--- config.mk ---
export PLATFORM = sky130hd
export DESIGN_NAME = fx3_bus_top
export DESIGN_NICKNAME = d
export VERILOG_FILES = /design/src/logic/fx3_bus_pkg.sv /design/src/logic/fx3_cmd_pkg.sv /design/src/logic/fx3_bus_controller.sv /design/src/logic/fx3_bus_top.sv /design/src/logic/fx3_in_cmd_parser.sv /design/src/logic/fx3_in_path.sv /design/src/logic/fx3_out_path.sv
export SDC_FILE = /design/constraint.sdc
export NUM_CORES = 1
export LEC_CHECK = 0
export ABC_AREA = 1
export BUFFER_PORTS_ARGS = -buffer_cell sky130_fd_sc_hd__buf_2
export CAP_MARGIN = 15
export CORE_MARGIN = 3
export CORE_UTILIZATION = 56
export DETAILED_ROUTE_END_ITERATION = 10
export GPL_TIMING_DRIVEN = 1
export PLACE_DENSITY_LB_ADDON = 0.08
export SETUP_SLACK_MARGIN = 0.5
export SLEW_MARGIN = 20
export SYNTH_ARGS = -nofsm -noshare
export SYNTH_HDL_FRONTEND = slang
export SYNTH_SLANG_ARGS = --single-unit
--- constraint.sdc ---
create_clock -name clk -period 7.9 [get_ports clk]
set_clock_uncertainty 0.2 [all_clocks]
set_input_delay 2.37 -clock clk [delete_from_list [all_inputs] [get_ports clk]]
set_output_delay 2.37 -clock clk [all_outputs]
set_load 0.005 [all_outputs]
--- src/logic/fx3_bus_pkg.sv ---
package fx3_bus_pkg;

  typedef logic [31:0] fx3_word_t;

  // upper bit picks the direction (1 is outbound) and the lower bit the channel
  typedef logic [1:0] socket_addr_t;

  typedef struct packed {
    logic in_ch0_rdy;
    logic in_ch1_rdy;
    logic out_ch0_rdy;
    logic out_ch1_rdy;
  } fx3_flags_t;

  // ----------------------------------------
  // state encodings
  // ----------------------------------------
  typedef enum logic [1:0] {
    BUS_IDLE,
    BUS_IN,
    BUS_OUT
  } bus_dir_t;

  typedef enum logic [1:0] {
    IN_IDLE,
    IN_READ,
    IN_DRAIN,
    IN_DONE
  } in_state_t;

  typedef enum logic [1:0] {
    OUT_IDLE,
    OUT_WAIT_BUF,
    OUT_WRITE,
    OUT_DONE
  } out_state_t;

endpackage

--- src/logic/fx3_cmd_pkg.sv ---
package fx3_cmd_pkg;

  typedef enum logic [3:0] {
    OP_PING  = 4'h0,
    OP_WRITE = 4'h1,
    OP_READ  = 4'h2,
    OP_RESET = 4'h3
  } cmd_op_t;

  localparam logic [7:0] CMD_MAGIC  = 8'hCD;
  localparam logic [7:0] RESP_MAGIC = 8'hDC;

  // packet sizes in 32 bit words
  localparam int CMD_WORDS  = 3;
  localparam int RESP_WORDS = 2;

  // ----------------------------------------
  // decoded command and response payloads
  // ----------------------------------------
  typedef struct packed {
    cmd_op_t     opcode;
    logic [15:0] id;
    logic [31:0] addr;
    logic [31:0] data;
  } cmd_t;

  typedef struct packed {
    logic [15:0] status;
    logic [31:0] data;
  } resp_t;

endpackage

--- src/logic/fx3_bus_controller.sv ---
module fx3_bus_controller (
  input  logic                      clk,
  input  logic                      rst,
  input  logic                      i_master_rdy,
  input  logic                      i_in_path_busy,
  input  logic                      i_in_path_finished,
  input  logic                      i_out_path_ready,
  input  logic                      i_out_path_busy,
  input  logic                      i_out_path_finished,
  input  logic                      i_out_dma_buf_finished,
  input  fx3_bus_pkg::fx3_flags_t   i_flags,
  output logic                      o_in_path_enable,
  output logic                      o_in_path_cmd_enable,
  output logic                      o_out_path_enable,
  output logic                      o_out_dma_buf_ready,
  output fx3_bus_pkg::socket_addr_t o_socket_addr
);
  import fx3_bus_pkg::*;

  bus_dir_t r_state;
  logic     r_in_sel;
  logic     r_out_sel;
  logic     w_in_sel;
  logic     w_out_sel;
  logic     w_in_avail;
  logic     w_out_avail;
  logic     w_in_idle;
  logic     w_out_idle;

  assign w_in_avail  = i_flags.in_ch0_rdy | i_flags.in_ch1_rdy;
  assign w_out_avail = i_flags.out_ch0_rdy | i_flags.out_ch1_rdy;
  assign w_in_idle   = !o_in_path_enable && !i_in_path_busy;
  assign w_out_idle  = !o_out_path_enable && !i_out_path_busy;

  // ----------------------------------------
  // channel selection per direction
  // ----------------------------------------
  always_comb begin
    w_in_sel = r_in_sel;  // both or neither high keeps the last pick
    if (i_flags.in_ch0_rdy && !i_flags.in_ch1_rdy) begin
      w_in_sel = 1'b0;
    end else if (i_flags.in_ch1_rdy && !i_flags.in_ch0_rdy) begin
      w_in_sel = 1'b1;
    end
  end

  always_comb begin
    w_out_sel = r_out_sel;
    if (i_flags.out_ch0_rdy && !i_flags.out_ch1_rdy) begin
      w_out_sel = 1'b0;
    end else if (i_flags.out_ch1_rdy && !i_flags.out_ch0_rdy) begin
      w_out_sel = 1'b1;
    end
  end

  always_ff @(posedge clk) begin
    if (rst) begin
      r_in_sel  <= 1'b0;
      r_out_sel <= 1'b0;
    end else begin
      r_in_sel  <= w_in_sel;
      r_out_sel <= w_out_sel;
    end
  end

  // ----------------------------------------
  // bus ownership
  // ----------------------------------------
  always_ff @(posedge clk) begin
    if (rst) begin
      r_state              <= BUS_IDLE;
      o_in_path_enable     <= 1'b0;
      o_in_path_cmd_enable <= 1'b0;
      o_out_path_enable    <= 1'b0;
      o_out_dma_buf_ready  <= 1'b0;
      o_socket_addr        <= '0;
    end else begin
      if (i_master_rdy) begin
        o_in_path_cmd_enable <= 1'b1;
      end else if (w_in_idle && w_out_idle) begin
        o_in_path_cmd_enable <= 1'b0;  // only drop between packets
      end

      case (r_state)
        BUS_IDLE: begin
          if (w_in_avail && i_master_rdy && w_in_idle) begin
            o_socket_addr    <= {1'b0, w_in_sel};
            o_in_path_enable <= 1'b1;
            r_state          <= BUS_IN;
          end else if (i_out_path_ready && w_in_idle) begin
            o_out_path_enable <= 1'b1;
            r_state           <= BUS_OUT;
          end
        end
        BUS_IN: begin
          if (i_in_path_finished) begin
            o_in_path_enable <= 1'b0;
            r_state          <= BUS_IDLE;
          end
        end
        BUS_OUT: begin
          if (i_out_path_busy && w_out_avail && !o_out_dma_buf_ready) begin
            o_socket_addr       <= {1'b1, w_out_sel};
            o_out_dma_buf_ready <= 1'b1;
          end
          if (i_out_dma_buf_finished) begin
            o_out_dma_buf_ready <= 1'b0;
          end
          if (i_out_path_finished) begin
            o_out_dma_buf_ready <= 1'b0;
            o_out_path_enable   <= 1'b0;
            r_state             <= BUS_IDLE;
          end
        end
        default: begin
          r_state <= BUS_IDLE;
        end
      endcase
    end
  end

endmodule

--- src/logic/fx3_bus_top.sv ---
module fx3_bus_top #(
  parameter int READ_LATENCY = 2
) (
  input  logic                      clk,
  input  logic                      rst,
  input  logic                      i_master_rdy,
  input  fx3_bus_pkg::fx3_flags_t   i_fx3_flags,
  input  fx3_bus_pkg::fx3_word_t    i_fx3_data,
  input  fx3_cmd_pkg::resp_t        i_resp,
  input  logic                      i_resp_stb,
  output fx3_bus_pkg::socket_addr_t o_socket_addr,
  output logic                      o_fx3_rd,
  output logic                      o_fx3_wr,
  output fx3_bus_pkg::fx3_word_t    o_fx3_data,
  output fx3_cmd_pkg::cmd_t         o_cmd,
  output logic                      o_cmd_stb,
  output logic                      o_cmd_err
);
  import fx3_bus_pkg::*;

  logic      w_in_path_enable;
  logic      w_in_path_busy;
  logic      w_in_path_finished;
  logic      w_in_path_cmd_enable;
  logic      w_out_path_ready;
  logic      w_out_path_busy;
  logic      w_out_path_finished;
  logic      w_out_path_enable;
  logic      w_out_dma_buf_ready;
  logic      w_out_dma_buf_finished;
  logic      w_word_stb;
  logic      w_pkt_start;
  fx3_word_t w_word;

  // ----------------------------------------
  // arbiter
  // ----------------------------------------
  fx3_bus_controller u_controller (
    .clk                    (clk),
    .rst                    (rst),
    .i_master_rdy           (i_master_rdy),
    .i_in_path_busy         (w_in_path_busy),
    .i_in_path_finished     (w_in_path_finished),
    .i_out_path_ready       (w_out_path_ready),
    .i_out_path_busy        (w_out_path_busy),
    .i_out_path_finished    (w_out_path_finished),
    .i_out_dma_buf_finished (w_out_dma_buf_finished),
    .i_flags                (i_fx3_flags),
    .o_in_path_enable       (w_in_path_enable),
    .o_in_path_cmd_enable   (w_in_path_cmd_enable),
    .o_out_path_enable      (w_out_path_enable),
    .o_out_dma_buf_ready    (w_out_dma_buf_ready),
    .o_socket_addr          (o_socket_addr)
  );

  // ----------------------------------------
  // inbound command side
  // ----------------------------------------
  fx3_in_path #(
    .READ_LATENCY (READ_LATENCY)
  ) u_in_path (
    .clk         (clk),
    .rst         (rst),
    .i_enable    (w_in_path_enable),
    .i_fx3_data  (i_fx3_data),
    .o_busy      (w_in_path_busy),
    .o_finished  (w_in_path_finished),
    .o_fx3_rd    (o_fx3_rd),
    .o_word_stb  (w_word_stb),
    .o_word      (w_word),
    .o_pkt_start (w_pkt_start)
  );

  fx3_in_cmd_parser u_cmd_parser (
    .clk         (clk),
    .rst         (rst),
    .i_enable    (w_in_path_cmd_enable),
    .i_pkt_start (w_pkt_start),
    .i_word_stb  (w_word_stb),
    .i_word      (w_word),
    .o_cmd       (o_cmd),
    .o_cmd_stb   (o_cmd_stb),
    .o_cmd_err   (o_cmd_err)
  );

  // outbound response side
  fx3_out_path u_out_path (
    .clk                (clk),
    .rst                (rst),
    .i_resp             (i_resp),
    .i_resp_stb         (i_resp_stb),
    .i_enable           (w_out_path_enable),
    .i_dma_buf_ready    (w_out_dma_buf_ready),
    .o_ready            (w_out_path_ready),
    .o_busy             (w_out_path_busy),
    .o_finished         (w_out_path_finished),
    .o_dma_buf_finished (w_out_dma_buf_finished),
    .o_fx3_wr           (o_fx3_wr),
    .o_fx3_data         (o_fx3_data)
  );

endmodule

--- src/logic/fx3_in_cmd_parser.sv ---
module fx3_in_cmd_parser (
  input  logic                   clk,
  input  logic                   rst,
  input  logic                   i_enable,
  input  logic                   i_pkt_start,
  input  logic                   i_word_stb,
  input  fx3_bus_pkg::fx3_word_t i_word,
  output fx3_cmd_pkg::cmd_t      o_cmd,
  output logic                   o_cmd_stb,
  output logic                   o_cmd_err
);
  import fx3_cmd_pkg::*;

  localparam int CNT_W = $clog2(CMD_WORDS + 1);

  logic [CNT_W-1:0] r_word_cnt;
  logic             r_magic_ok;
  logic             w_take;

  // words past the end of a packet are dropped
  assign w_take = i_word_stb && i_enable && (r_word_cnt < CNT_W'(CMD_WORDS));

  always_ff @(posedge clk) begin
    if (rst) begin
      r_word_cnt <= '0;
      r_magic_ok <= 1'b0;
      o_cmd_stb  <= 1'b0;
      o_cmd_err  <= 1'b0;
    end else begin
      o_cmd_stb <= 1'b0;
      o_cmd_err <= 1'b0;
      if (i_pkt_start) begin
        r_word_cnt <= '0;
      end else if (w_take) begin
        r_word_cnt <= r_word_cnt + 1'b1;
        if (r_word_cnt == '0) begin
          r_magic_ok <= (i_word[31:24] == CMD_MAGIC);
        end
        if (r_word_cnt == CNT_W'(CMD_WORDS - 1)) begin
          o_cmd_stb <= r_magic_ok;
          o_cmd_err <= !r_magic_ok;  // whole packet still consumed
        end
      end
    end
  end

  // ----------------------------------------
  // field placement
  // ----------------------------------------
  always_ff @(posedge clk) begin
    if (w_take && !i_pkt_start) begin
      case (r_word_cnt)
        CNT_W'(0): begin
          o_cmd.opcode <= cmd_op_t'(i_word[19:16]);
          o_cmd.id     <= i_word[15:0];
        end
        CNT_W'(1): begin
          o_cmd.addr <= i_word;
        end
        default: begin
          o_cmd.data <= i_word;
        end
      endcase
    end
  end

endmodule

--- src/logic/fx3_in_path.sv ---
module fx3_in_path #(
  parameter int READ_LATENCY = 2
) (
  input  logic                   clk,
  input  logic                   rst,
  input  logic                   i_enable,
  input  fx3_bus_pkg::fx3_word_t i_fx3_data,
  output logic                   o_busy,
  output logic                   o_finished,
  output logic                   o_fx3_rd,
  output logic                   o_word_stb,
  output fx3_bus_pkg::fx3_word_t o_word,
  output logic                   o_pkt_start
);
  import fx3_bus_pkg::*;
  import fx3_cmd_pkg::*;

  localparam int CNT_W = $clog2(CMD_WORDS + 1);

  in_state_t               r_state;
  logic [CNT_W-1:0]        r_rd_cnt;
  logic [CNT_W-1:0]        r_ret_cnt;
  logic [READ_LATENCY-1:0] r_rd_pipe;
  logic                    w_data_valid;

  // a read strobe comes back as valid data READ_LATENCY cycles later
  assign w_data_valid = r_rd_pipe[READ_LATENCY-1];
  assign o_busy       = (r_state != IN_IDLE);

  always_ff @(posedge clk) begin
    if (rst) begin
      r_state     <= IN_IDLE;
      r_rd_cnt    <= '0;
      r_ret_cnt   <= '0;
      r_rd_pipe   <= '0;
      o_fx3_rd    <= 1'b0;
      o_finished  <= 1'b0;
      o_word_stb  <= 1'b0;
      o_pkt_start <= 1'b0;
    end else begin
      o_finished  <= 1'b0;
      o_word_stb  <= 1'b0;
      o_pkt_start <= 1'b0;
      r_rd_pipe   <= (r_rd_pipe << 1) | READ_LATENCY'(o_fx3_rd);

      case (r_state)
        IN_IDLE: begin
          if (i_enable) begin
            o_fx3_rd    <= 1'b1;
            o_pkt_start <= 1'b1;
            r_rd_cnt    <= CNT_W'(1);
            r_ret_cnt   <= '0;
            r_state     <= IN_READ;
          end
        end
        IN_READ: begin
          if (r_rd_cnt < CNT_W'(CMD_WORDS)) begin
            o_fx3_rd <= 1'b1;
            r_rd_cnt <= r_rd_cnt + 1'b1;
          end else begin
            o_fx3_rd <= 1'b0;
            r_state  <= IN_DRAIN;
          end
        end
        IN_DRAIN: begin
          o_fx3_rd <= 1'b0;  // waiting on the read pipeline
        end
        IN_DONE: begin
          r_state <= IN_IDLE;
        end
        default: begin
          r_state <= IN_IDLE;
        end
      endcase

      if (w_data_valid) begin
        o_word_stb <= 1'b1;
        r_ret_cnt  <= r_ret_cnt + 1'b1;
        if (r_ret_cnt == CNT_W'(CMD_WORDS - 1)) begin
          o_finished <= 1'b1;
          r_state    <= IN_DONE;
        end
      end
    end
  end

  always_ff @(posedge clk) begin
    if (w_data_valid) begin
      o_word <= i_fx3_data;
    end
  end

endmodule

--- src/logic/fx3_out_path.sv ---
module fx3_out_path (
  input  logic                   clk,
  input  logic                   rst,
  input  fx3_cmd_pkg::resp_t     i_resp,
  input  logic                   i_resp_stb,
  input  logic                   i_enable,
  input  logic                   i_dma_buf_ready,
  output logic                   o_ready,
  output logic                   o_busy,
  output logic                   o_finished,
  output logic                   o_dma_buf_finished,
  output logic                   o_fx3_wr,
  output fx3_bus_pkg::fx3_word_t o_fx3_data
);
  import fx3_bus_pkg::*;
  import fx3_cmd_pkg::*;

  localparam int CNT_W = $clog2(RESP_WORDS + 1);

  out_state_t       r_state;
  resp_t            r_resp;
  logic             r_pending;
  logic [CNT_W-1:0] r_word_cnt;
  logic             w_capture;
  logic             w_wr_next;
  fx3_word_t        w_next_word;

  assign w_capture = i_resp_stb && !r_pending;  // a second response waits its turn upstream
  assign o_ready   = r_pending && (r_state == OUT_IDLE);
  assign o_busy    = (r_state == OUT_WAIT_BUF) || (r_state == OUT_WRITE);

  assign w_wr_next = ((r_state == OUT_WAIT_BUF) && i_dma_buf_ready) ||
                     ((r_state == OUT_WRITE) && (r_word_cnt < CNT_W'(RESP_WORDS)));

  // header first, then the data word
  assign w_next_word = (r_word_cnt == '0) ? {RESP_MAGIC, 8'h00, r_resp.status}
                                          : r_resp.data;

  always_ff @(posedge clk) begin
    if (rst) begin
      r_state            <= OUT_IDLE;
      r_pending          <= 1'b0;
      r_word_cnt         <= '0;
      o_fx3_wr           <= 1'b0;
      o_dma_buf_finished <= 1'b0;
      o_finished         <= 1'b0;
    end else begin
      o_fx3_wr           <= w_wr_next;
      o_dma_buf_finished <= 1'b0;
      o_finished         <= 1'b0;
      if (w_capture) begin
        r_pending <= 1'b1;
      end

      case (r_state)
        OUT_IDLE: begin
          r_word_cnt <= '0;
          if (i_enable && r_pending) begin
            r_state <= OUT_WAIT_BUF;
          end
        end
        OUT_WAIT_BUF: begin
          if (i_dma_buf_ready) begin
            r_word_cnt <= r_word_cnt + 1'b1;
            r_state    <= OUT_WRITE;
          end
        end
        OUT_WRITE: begin
          if (r_word_cnt < CNT_W'(RESP_WORDS)) begin
            r_word_cnt <= r_word_cnt + 1'b1;
          end else begin
            o_dma_buf_finished <= 1'b1;
            r_state            <= OUT_DONE;
          end
        end
        OUT_DONE: begin
          o_finished <= 1'b1;
          r_pending  <= 1'b0;
          r_state    <= OUT_IDLE;
        end
        default: begin
          r_state <= OUT_IDLE;
        end
      endcase
    end
  end

  always_ff @(posedge clk) begin
    if (w_capture) begin
      r_resp <= i_resp;
    end
    if (w_wr_next) begin
      o_fx3_data <= w_next_word;
    end
  end

endmodule

* Yosys cells after proc, flatten, opt, wreduce, memory -nomap -nowiden
Cells that the tools add are included.
** Cells by class
- Bitwise gates (word level) :: 10
- Div/mod/pow operators :: 0
- Add/sub/neg operators :: 4
- $mul :: 0
- Shift-type cells :: 0
- Magnitude comparators :: 3
- Reductions and logical operators :: 70
- Equal/unequal tests :: 25
- Multiplexer cells :: 51
** Operators by type and width (number)
- $mux 2 :: 20
- $mux 1 :: 21
- $reduce_and 3->1 :: 7
- $logic_and 1x1->1 :: 20
- $pmux 2 s3 :: 3
- $mux 16 :: 1
- $eq 2x2->1 const B :: 7
- $reduce_bool 2->1 :: 7
- $logic_not 1->1 :: 12
- $ne 2x1->1 const B :: 6
- $ne 2x2->1 const B :: 6
- $reduce_and 2->1 :: 6
- $reduce_or 2->1 :: 6
- $logic_not 2->1 :: 5
- $reduce_bool 3->1 :: 3
- $add 2x1->2 const B :: 4
- $eq 2x1->1 const B :: 4
- $eq 8x8->1 const B :: 1
- $pmux 2 s2 :: 2
- $pmux 2 s4 :: 1
- $not 1->1 :: 7
- $lt 2x2->1 const B :: 3
- $pmux 1 s2 :: 2
- $reduce_and 4->1 :: 1
- other kinds (6) :: 8
** Word-level totals
- Memories kept :: 0
- Logic and storage cells :: 198
- Memory bits (read-only) :: 0
- Input port bits :: 88
- RAM bits :: 0
- Flip-flop bits (word level) :: 231
- Latch bits :: 0

* Logic depth before layout (Yosys ltp)
Gate-level depths: netlist of the first run.
- Depth after elaboration :: 7
- Depth in mapped cells :: 9
- Gate-level depth less buffers :: 9

* Hierarchy
A second synthesis of the first run with hierarchy kept.
** Second synthesis, totals
- Cell total of the unflattened synthesis :: 522
- Area, all modules :: 7945.1 µm²
** Modules (own cells, without submodules)
- fx3_out_path :: cells an instance 224, sequential area each 2562.5 µm², times used 1, area each 3156.8 µm²
- fx3_in_cmd_parser :: cells an instance 132, sequential area each 2622.5 µm², times used 1, area each 2852.7 µm²
- fx3_in_path :: cells an instance 91, sequential area each 1201.2 µm², times used 1, area each 1426.4 µm²
- fx3_bus_controller :: cells an instance 75, sequential area each 200.2 µm², times used 1, area each 509.2 µm²

* Worst setup path before layout of the first run
OpenSTA, ideal clock, no wires.
- Kind :: input-to-reg
- From :: input port i_resp_stb
- To :: register u_out_path.r_resp[0] (netlist bit), enable pin
- Setup time :: 0.455 ns
- Path slack :: 2.802 ns
- Stages :: 2
- Data arrival time :: 4.443 ns
- Required time :: 7.245 ns
- Cells stage by stage :: inv_1 -> nor2_1
** Between the ends
- Cells in the longest elaborated chain, start to end :: 1
** RTL lines
- start, declared :: line fx3_bus_top.sv:10 : input logic i_resp_stb,
- $logic_and 1x1->1 :: line fx3_out_path.sv:28 : assign w_capture = i_resp_stb && !r_pending;
- net u_out_path.w_capture :: line fx3_out_path.sv:24 : logic w_capture;
- end signal, assigned :: line fx3_out_path.sv:90 : r_resp <= i_resp;
- end, declared :: line fx3_out_path.sv:21 : resp_t r_resp;
The timed path passes the listed nets, and every way through them passes these cells.
A chain may end at the register's enable or synchronous reset.

* Final worst setup path of the first run
- From :: register, netlist name u_cmd_parser.o_cmd[1]
- To :: output port o_cmd[1] (netlist bit)
** RTL lines
- end, declared :: line fx3_bus_top.sv:15 : output fx3_cmd_pkg::cmd_t o_cmd,
No word-level cell between the ends.

==> flow_summary.toml, run 1 <==
[run_status]
status = "completed"

[cts]
clk_pin_slew_ns = 0.06
clk_latency_ns = 0.49
cts_tree = "yes"
hold_buffers = 0
cts-root-buf = "clkbuf_16"
numCtsBuffers = 23
clock-sinks = 231
post_cts_buffers = 0
cts_resized = 0
cts_buffer_depth = 3
htreeDepth = 1

[floorplan]
design.core.area_um2 = 13450
num_io_pins = 210
initial_core_util = 0.5810
dieArea_um2 = 15410
die-width_um = 124.1
rows = 42
die_h_um = 124.1

[logic_synthesis]
syn-num-nets = 583
ys_async_sr_fraction = 0
avgSynthCellArea_um2 = 16.22
synth_edf_count = 196
synth_top_area_share = 0.7530
yosysTopAreaCell = "edfxtp_1"
synthCells = 482
synth_ff_type = "edfxtp_1"
synth_cell_types = 30
synth-warning-count = 0
syn_area_um2 = 7816
ys_ff_latch = 231
ys_seq_area_frac = 0.8426
synthTopCellsByArea = "edfxtp_1 (75%), dfxtp_1 (9.0%), nand2_1 (3.7%)"

[placement]
dp.cells = 864
gp_congestion = 0.8356
placed_area_um2 = 9102
place_ws_ns = 4.223
port_buffers = 209
dpl.hpwl_um = 10180

[sta]
whs_ns = 0.2035
hold_violations = 0
rsz0062_at_grt = "false"
tns_ns = 0
max_freq_ghz = 0.2763
setup_viol = 0
drv_slew = 0
relSlewSlack = 0.3795
fin_ws_ns = 4.281
finalWorstPathRequiredPeriod_ns = 3.619
worst_pin_slew_ns = 0.9286
period_share = 0.4581

[routing]
postRouteAntennaNets = 0
drt_first_pass_iters = 7
drt-initial-drc-count = 227
top_layer = "met5"
avgRoutedWirePerCell_um = 16.02
wl_met2_um = 7249
drt_wl_total_um = 14470
drc = 0
avgViaCountPerCell = 4.868
wl_met3_um = 1464
wl_met1_um = 5608
num_vias = 4396

[finish]
num_antenna_cells = 0
stdcell_count = 903
final_area_um2 = 9854
nets = 814
synthToLayoutAreaGrowth_pct = 26.08
final_common_cell = "buf_2"
post-route-util = 0.7325
drive_gt1_frac = 0.3714
layout_common_cells = "buf_2 (209), edfxtp_1 (196), nand2_1 (78)"

[critical_path]
cp.required_ns = 5.33
crit_path_cell_trace = "buf_2"
worst-path-buf-inv = 1
max_stage_delay_ns = 0.41
start_kind = "flop"
critPathKind = "flop to primary output"
arrival_ns = 1.05
reg2reg_from = "u_cmd_parser.r_word_cnt[0]$_SDFFE_PP0P_"
rr_worst_depth = 6
worstSetupEndpointType = "primary output"
critPathTopFamily = "flip-flops"
slowest_stage = "edfxtp_1"
crit_start = "u_cmd_parser.o_cmd[1]$_DFFE_PP_"
worstPathMaxFanout = 1
worst-path-stages = 1

[power_and_ir_drop]
ir_worst_vdd_mv = 0.2558
total_power_mw = 2.938
p_leak_nw = 3.924
p_per_area_nw_per_um2 = 298.2

[global_route]
grt_pass1_vias = 4360
grtUsageTotal = 0.1819
grt_pass1_wl_um = 21450
grt_max_degree = 49
grt-ovfl-total = 0
antenna_found_initial = 1

[hold_path]
min_path_type = "flop to flop"
min_path_cells = 2
worstHoldStart = "u_in_path.r_rd_pipe[0]$_SDFF_PP0_"

[run]
drv_cap = 0
synth_stat cells (3+ instances only):
library cell  instances
nand2_2               3
nand2_1              78
a21oi_1              16
or2_2                 5
nand3_2               3
inv_1                43
ha_1                 13
nor2_1               39
a211oi_1              4
edfxtp_1            196
clkbuf_1              5
o21ai_0              10
inv_2                 4
dfxtp_1              35
nand3_1               5
nor2_2                3
final cells by class:
class                   count  area (um2)
flip-flops and latches    231        6588
fillers                   892        3598
repair buffers            212        1069
multi-input cells         198        1052
clock buffers              26       586.8
well taps                 176       220.2
inverters                  47       176.4
clock inverters            13       162.7
power breakdown:
group	internal, mW	total [mW]	switching (mW)
Clock	0.660	1.07	0.409
Combinational	0.130	0.370	0.239
Sequential	1.45	1.50	0.0448
Total	2.25	2.94	0.693
registers in the layout, indices dropped and copies added (netlist names), 32 cells and up:
name	flops
u_out_path.r_resp	48
u_cmd_parser.o_cmd	84
u_in_path.o_word	32
u_out_path.o_fx3_data	32
layer usage:
metal,global-route usage,vias up
li1,-,2150
met1,0.2302,2043
met2,0.3098,185
met3,0.05995,16
met4,0.03833,2
met5,0,-
worst paths after layout:
kind	end	slack, ns
hold reg to reg	u_in_path.r_rd_pipe[1]$_SDFF_PP0_	0.20
setup reg to reg	u_cmd_parser.o_cmd[38]$_DFFE_PP_	5.63
setup / recovery	o_cmd[1]	4.28
hold / removal	u_in_path.r_rd_pipe[1]$_SDFF_PP0_	0.20
kinds of logic (layout without fill, tap and decap cells):
logic type | count (synthesis) | in the layout | synth area share
flops | 231 | 231 | 0.8426
fa+ha+maj | 13 | 13 | 0.02081
buf+inv | 53 | 298 | 0.02561
compound gates | 38 | 38 | 0.02737
simple gates | 147 | 147 | 0.08356
Note: power is estimated with default switching activity, not from simulation.
==> run 2: changes to the inputs <==
- CORE_UTILIZATION: 56 -> 52
- clock period: 7.9 -> 3.5 ns (I/O delays scaled with it)
==> run 2 against run 1 <==
Net effect: combinational power up 130%; critical path depth unchanged; count of clock-buffer cells in the layout up 12; first-iteration DRC count down 6.2%; power up 120%; utilization down 6.1 points; sequential power up 130%; clock power up 110%; flip-flop and latch count unchanged; final cell count up 1.6%; critical endpoint is now o_cmd[57].
==> flow_summary.toml, run 2 (synthesis results as in run 1) <==
[finish]
synthToLayoutAreaGrowth_pct = 25.77
largest_reg_flops = 84
regMostFlops = "u_cmd_parser.o_cmd"
multiInputGateArea_um2 = 1056
nets = 816
largestRegisters = "u_cmd_parser.o_cmd (84), u_out_path.r_resp (48)"
final_common_cell = "buf_2"
ff_latch_area_um2 = 6588
fillers = 1041
layout_common_cells = "buf_2 (209), edfxtp_1 (196), nand2_1 (78)"
drive_gt1_frac = 0.3689

[critical_path]
slowest_stage = "edfxtp_1"
worstPathMaxFanout = 1
worst-path-buf-inv = 1
crit_path_cell_trace = "buf_2"
critPathKind = "flop to primary output"
critPathTopFamily = "flip-flops"
worstSetupEndpointType = "primary output"
arrival_ns = 1.05
start_kind = "flop"
cp.required_ns = 2.25
max_stage_delay_ns = 0.41

[floorplan]
die_h_um = 128.6
num_io_pins = 210
rows = 44
dieArea_um2 = 16540
initial_core_util = 0.5337
design.core.area_um2 = 14640
die-width_um = 128.6

[global_route]
grt_pass1_vias = 4286
grtUsageTotal = 0.1705
grt_pass1_wl_um = 21910
grt_max_degree = 49
grt-ovfl-total = 0
antenna_found_initial = 1

[cts]
post_cts_buffers = 0
hold_buffers = 0
cts_tree = "yes"
cts_buffer_depth = 3
clk_pin_slew_ns = 0.06
cts_resized = 0
clock-sinks = 231
clk_latency_ns = 0.50
cts-root-buf = "clkbuf_16"
htreeDepth = 1
numCtsBuffers = 23

[run_status]
status = "completed"

[sta]
period_share = 0.6575
finalWorstPathRequiredPeriod_ns = 2.301
drv_slew = 0
max_freq_ghz = 0.4346
hold_violations = 0
setup_viol = 0
worst_pin_slew_ns = 0.8984
relSlewSlack = 0.4011
tns_ns = 0
rsz0062_at_grt = "false"

[power_and_ir_drop]
p_per_area_nw_per_um2 = 656.5
seqPwrFrac = 0.524
p_leak_nw = 3.910
p_int_mw = 4.889
ir_worst_vdd_mv = 0.5080
p_sw_frac = 0.2425
power_frac_comb = 0.130
power.switching_mw = 1.565
total_power_mw = 6.453
clkPwrFrac = 0.346

[routing]
drt-initial-drc-count = 213
drc = 0
avgViaCountPerCell = 4.807
postRouteAntennaNets = 0
avgRoutedWirePerCell_um = 15.78
drt_first_pass_iters = 4
drt_wl_total_um = 14470
num_vias = 4408

[run]
drv_cap = 0

[hold_path]
min_path_type = "flop to flop"

[placement]
dpl.hpwl_um = 10110
port_buffers = 209
gp_congestion = 0.8107
==> run 2: cell count changes in the layout (fill, tap and decap cells not counted) <==
| cell | delta |
|---|---|
| bufinv_16 | -4 |
| buf_4 | +2 |
| ha_2 | -1 |
| clkbuf_1 | +8 |
| diode_2 | +1 |
| clkinvlp_2 | -1 |
| ha_1 | +1 |
| clkbuf_8 | +4 |
| nor3_2 | -1 |
| clkinv_1 | -4 |
| nor3_4 | +1 |
==> run 2: worst paths after layout <==
check                                     startpoint                                end  slack (ns)  depth (start not counted)
max reg2reg  u_cmd_parser.r_word_cnt[0]$_SDFFE_PP0P_   u_cmd_parser.o_cmd[14]$_DFFE_PP_        1.36                          7
min reg2reg        u_in_path.r_rd_pipe[0]$_SDFF_PP0_  u_in_path.r_rd_pipe[1]$_SDFF_PP0_        0.20                          2
min                u_in_path.r_rd_pipe[0]$_SDFF_PP0_  u_in_path.r_rd_pipe[1]$_SDFF_PP0_        0.20                          2
max                 u_cmd_parser.o_cmd[57]$_DFFE_PP_                          o_cmd[57]        1.20                          1
==> run 2: power by group through the flow <==
stage	logic (mW)	registers (mW)	clock network (mW)
after detailed placement	0.859	3.44	0
after global placement	0.825	3.43	0
after floorplan	0.523	3.43	0
after CTS	0.857	3.39	2.29
final	0.836	3.38	2.23
after global routing	0.972	3.40	2.42
==> run 2: stage by stage <==
| stage | cells | setup slack (ns) | area (um2) | hold slack (ns) | util |
|---|---|---|---|---|---|
| final | 917 | 1.199 | 9831 | 0.1973 | 0.6713 |
| after global routing | 917 | 1.151 | 9831 | 0.2166 | 0.6713 |
| after CTS | 916 | 1.172 | 9828 | 0.1931 | 0.6711 |
| after detailed placement | 874 | 1.145 | 9134 | 0.1850 | 0.6237 |
| after global placement | 874 | 1.151 | 9134 | 0.1916 | 0.6237 |
| after floorplan | 482 | 0.5518 | 7824 | 0.1883 | - |
==> run 2: routing by layer <==
layer,GRT usage,part of all wire,up-vias
li1,-,-,2157
met1,0.2183,0.40,2060
met2,0.2887,0.49,174
met3,0.04566,0.088,17
met4,0.05065,0.018,0
met5,0,0,-
==> run 2: final cells by class <==
cell class | count | area share
Antenna cell | 1 | 0.0002546
Clock buffer | 38 | 0.06835
Clock inverter | 4 | 0.002291
Inverter | 47 | 0.01795
Multi-Input combinational cell | 198 | 0.1074
Sequential cell | 231 | 0.6701
Tap cell | 184 | 0.02342
Timing Repair Buffer | 214 | 0.1102
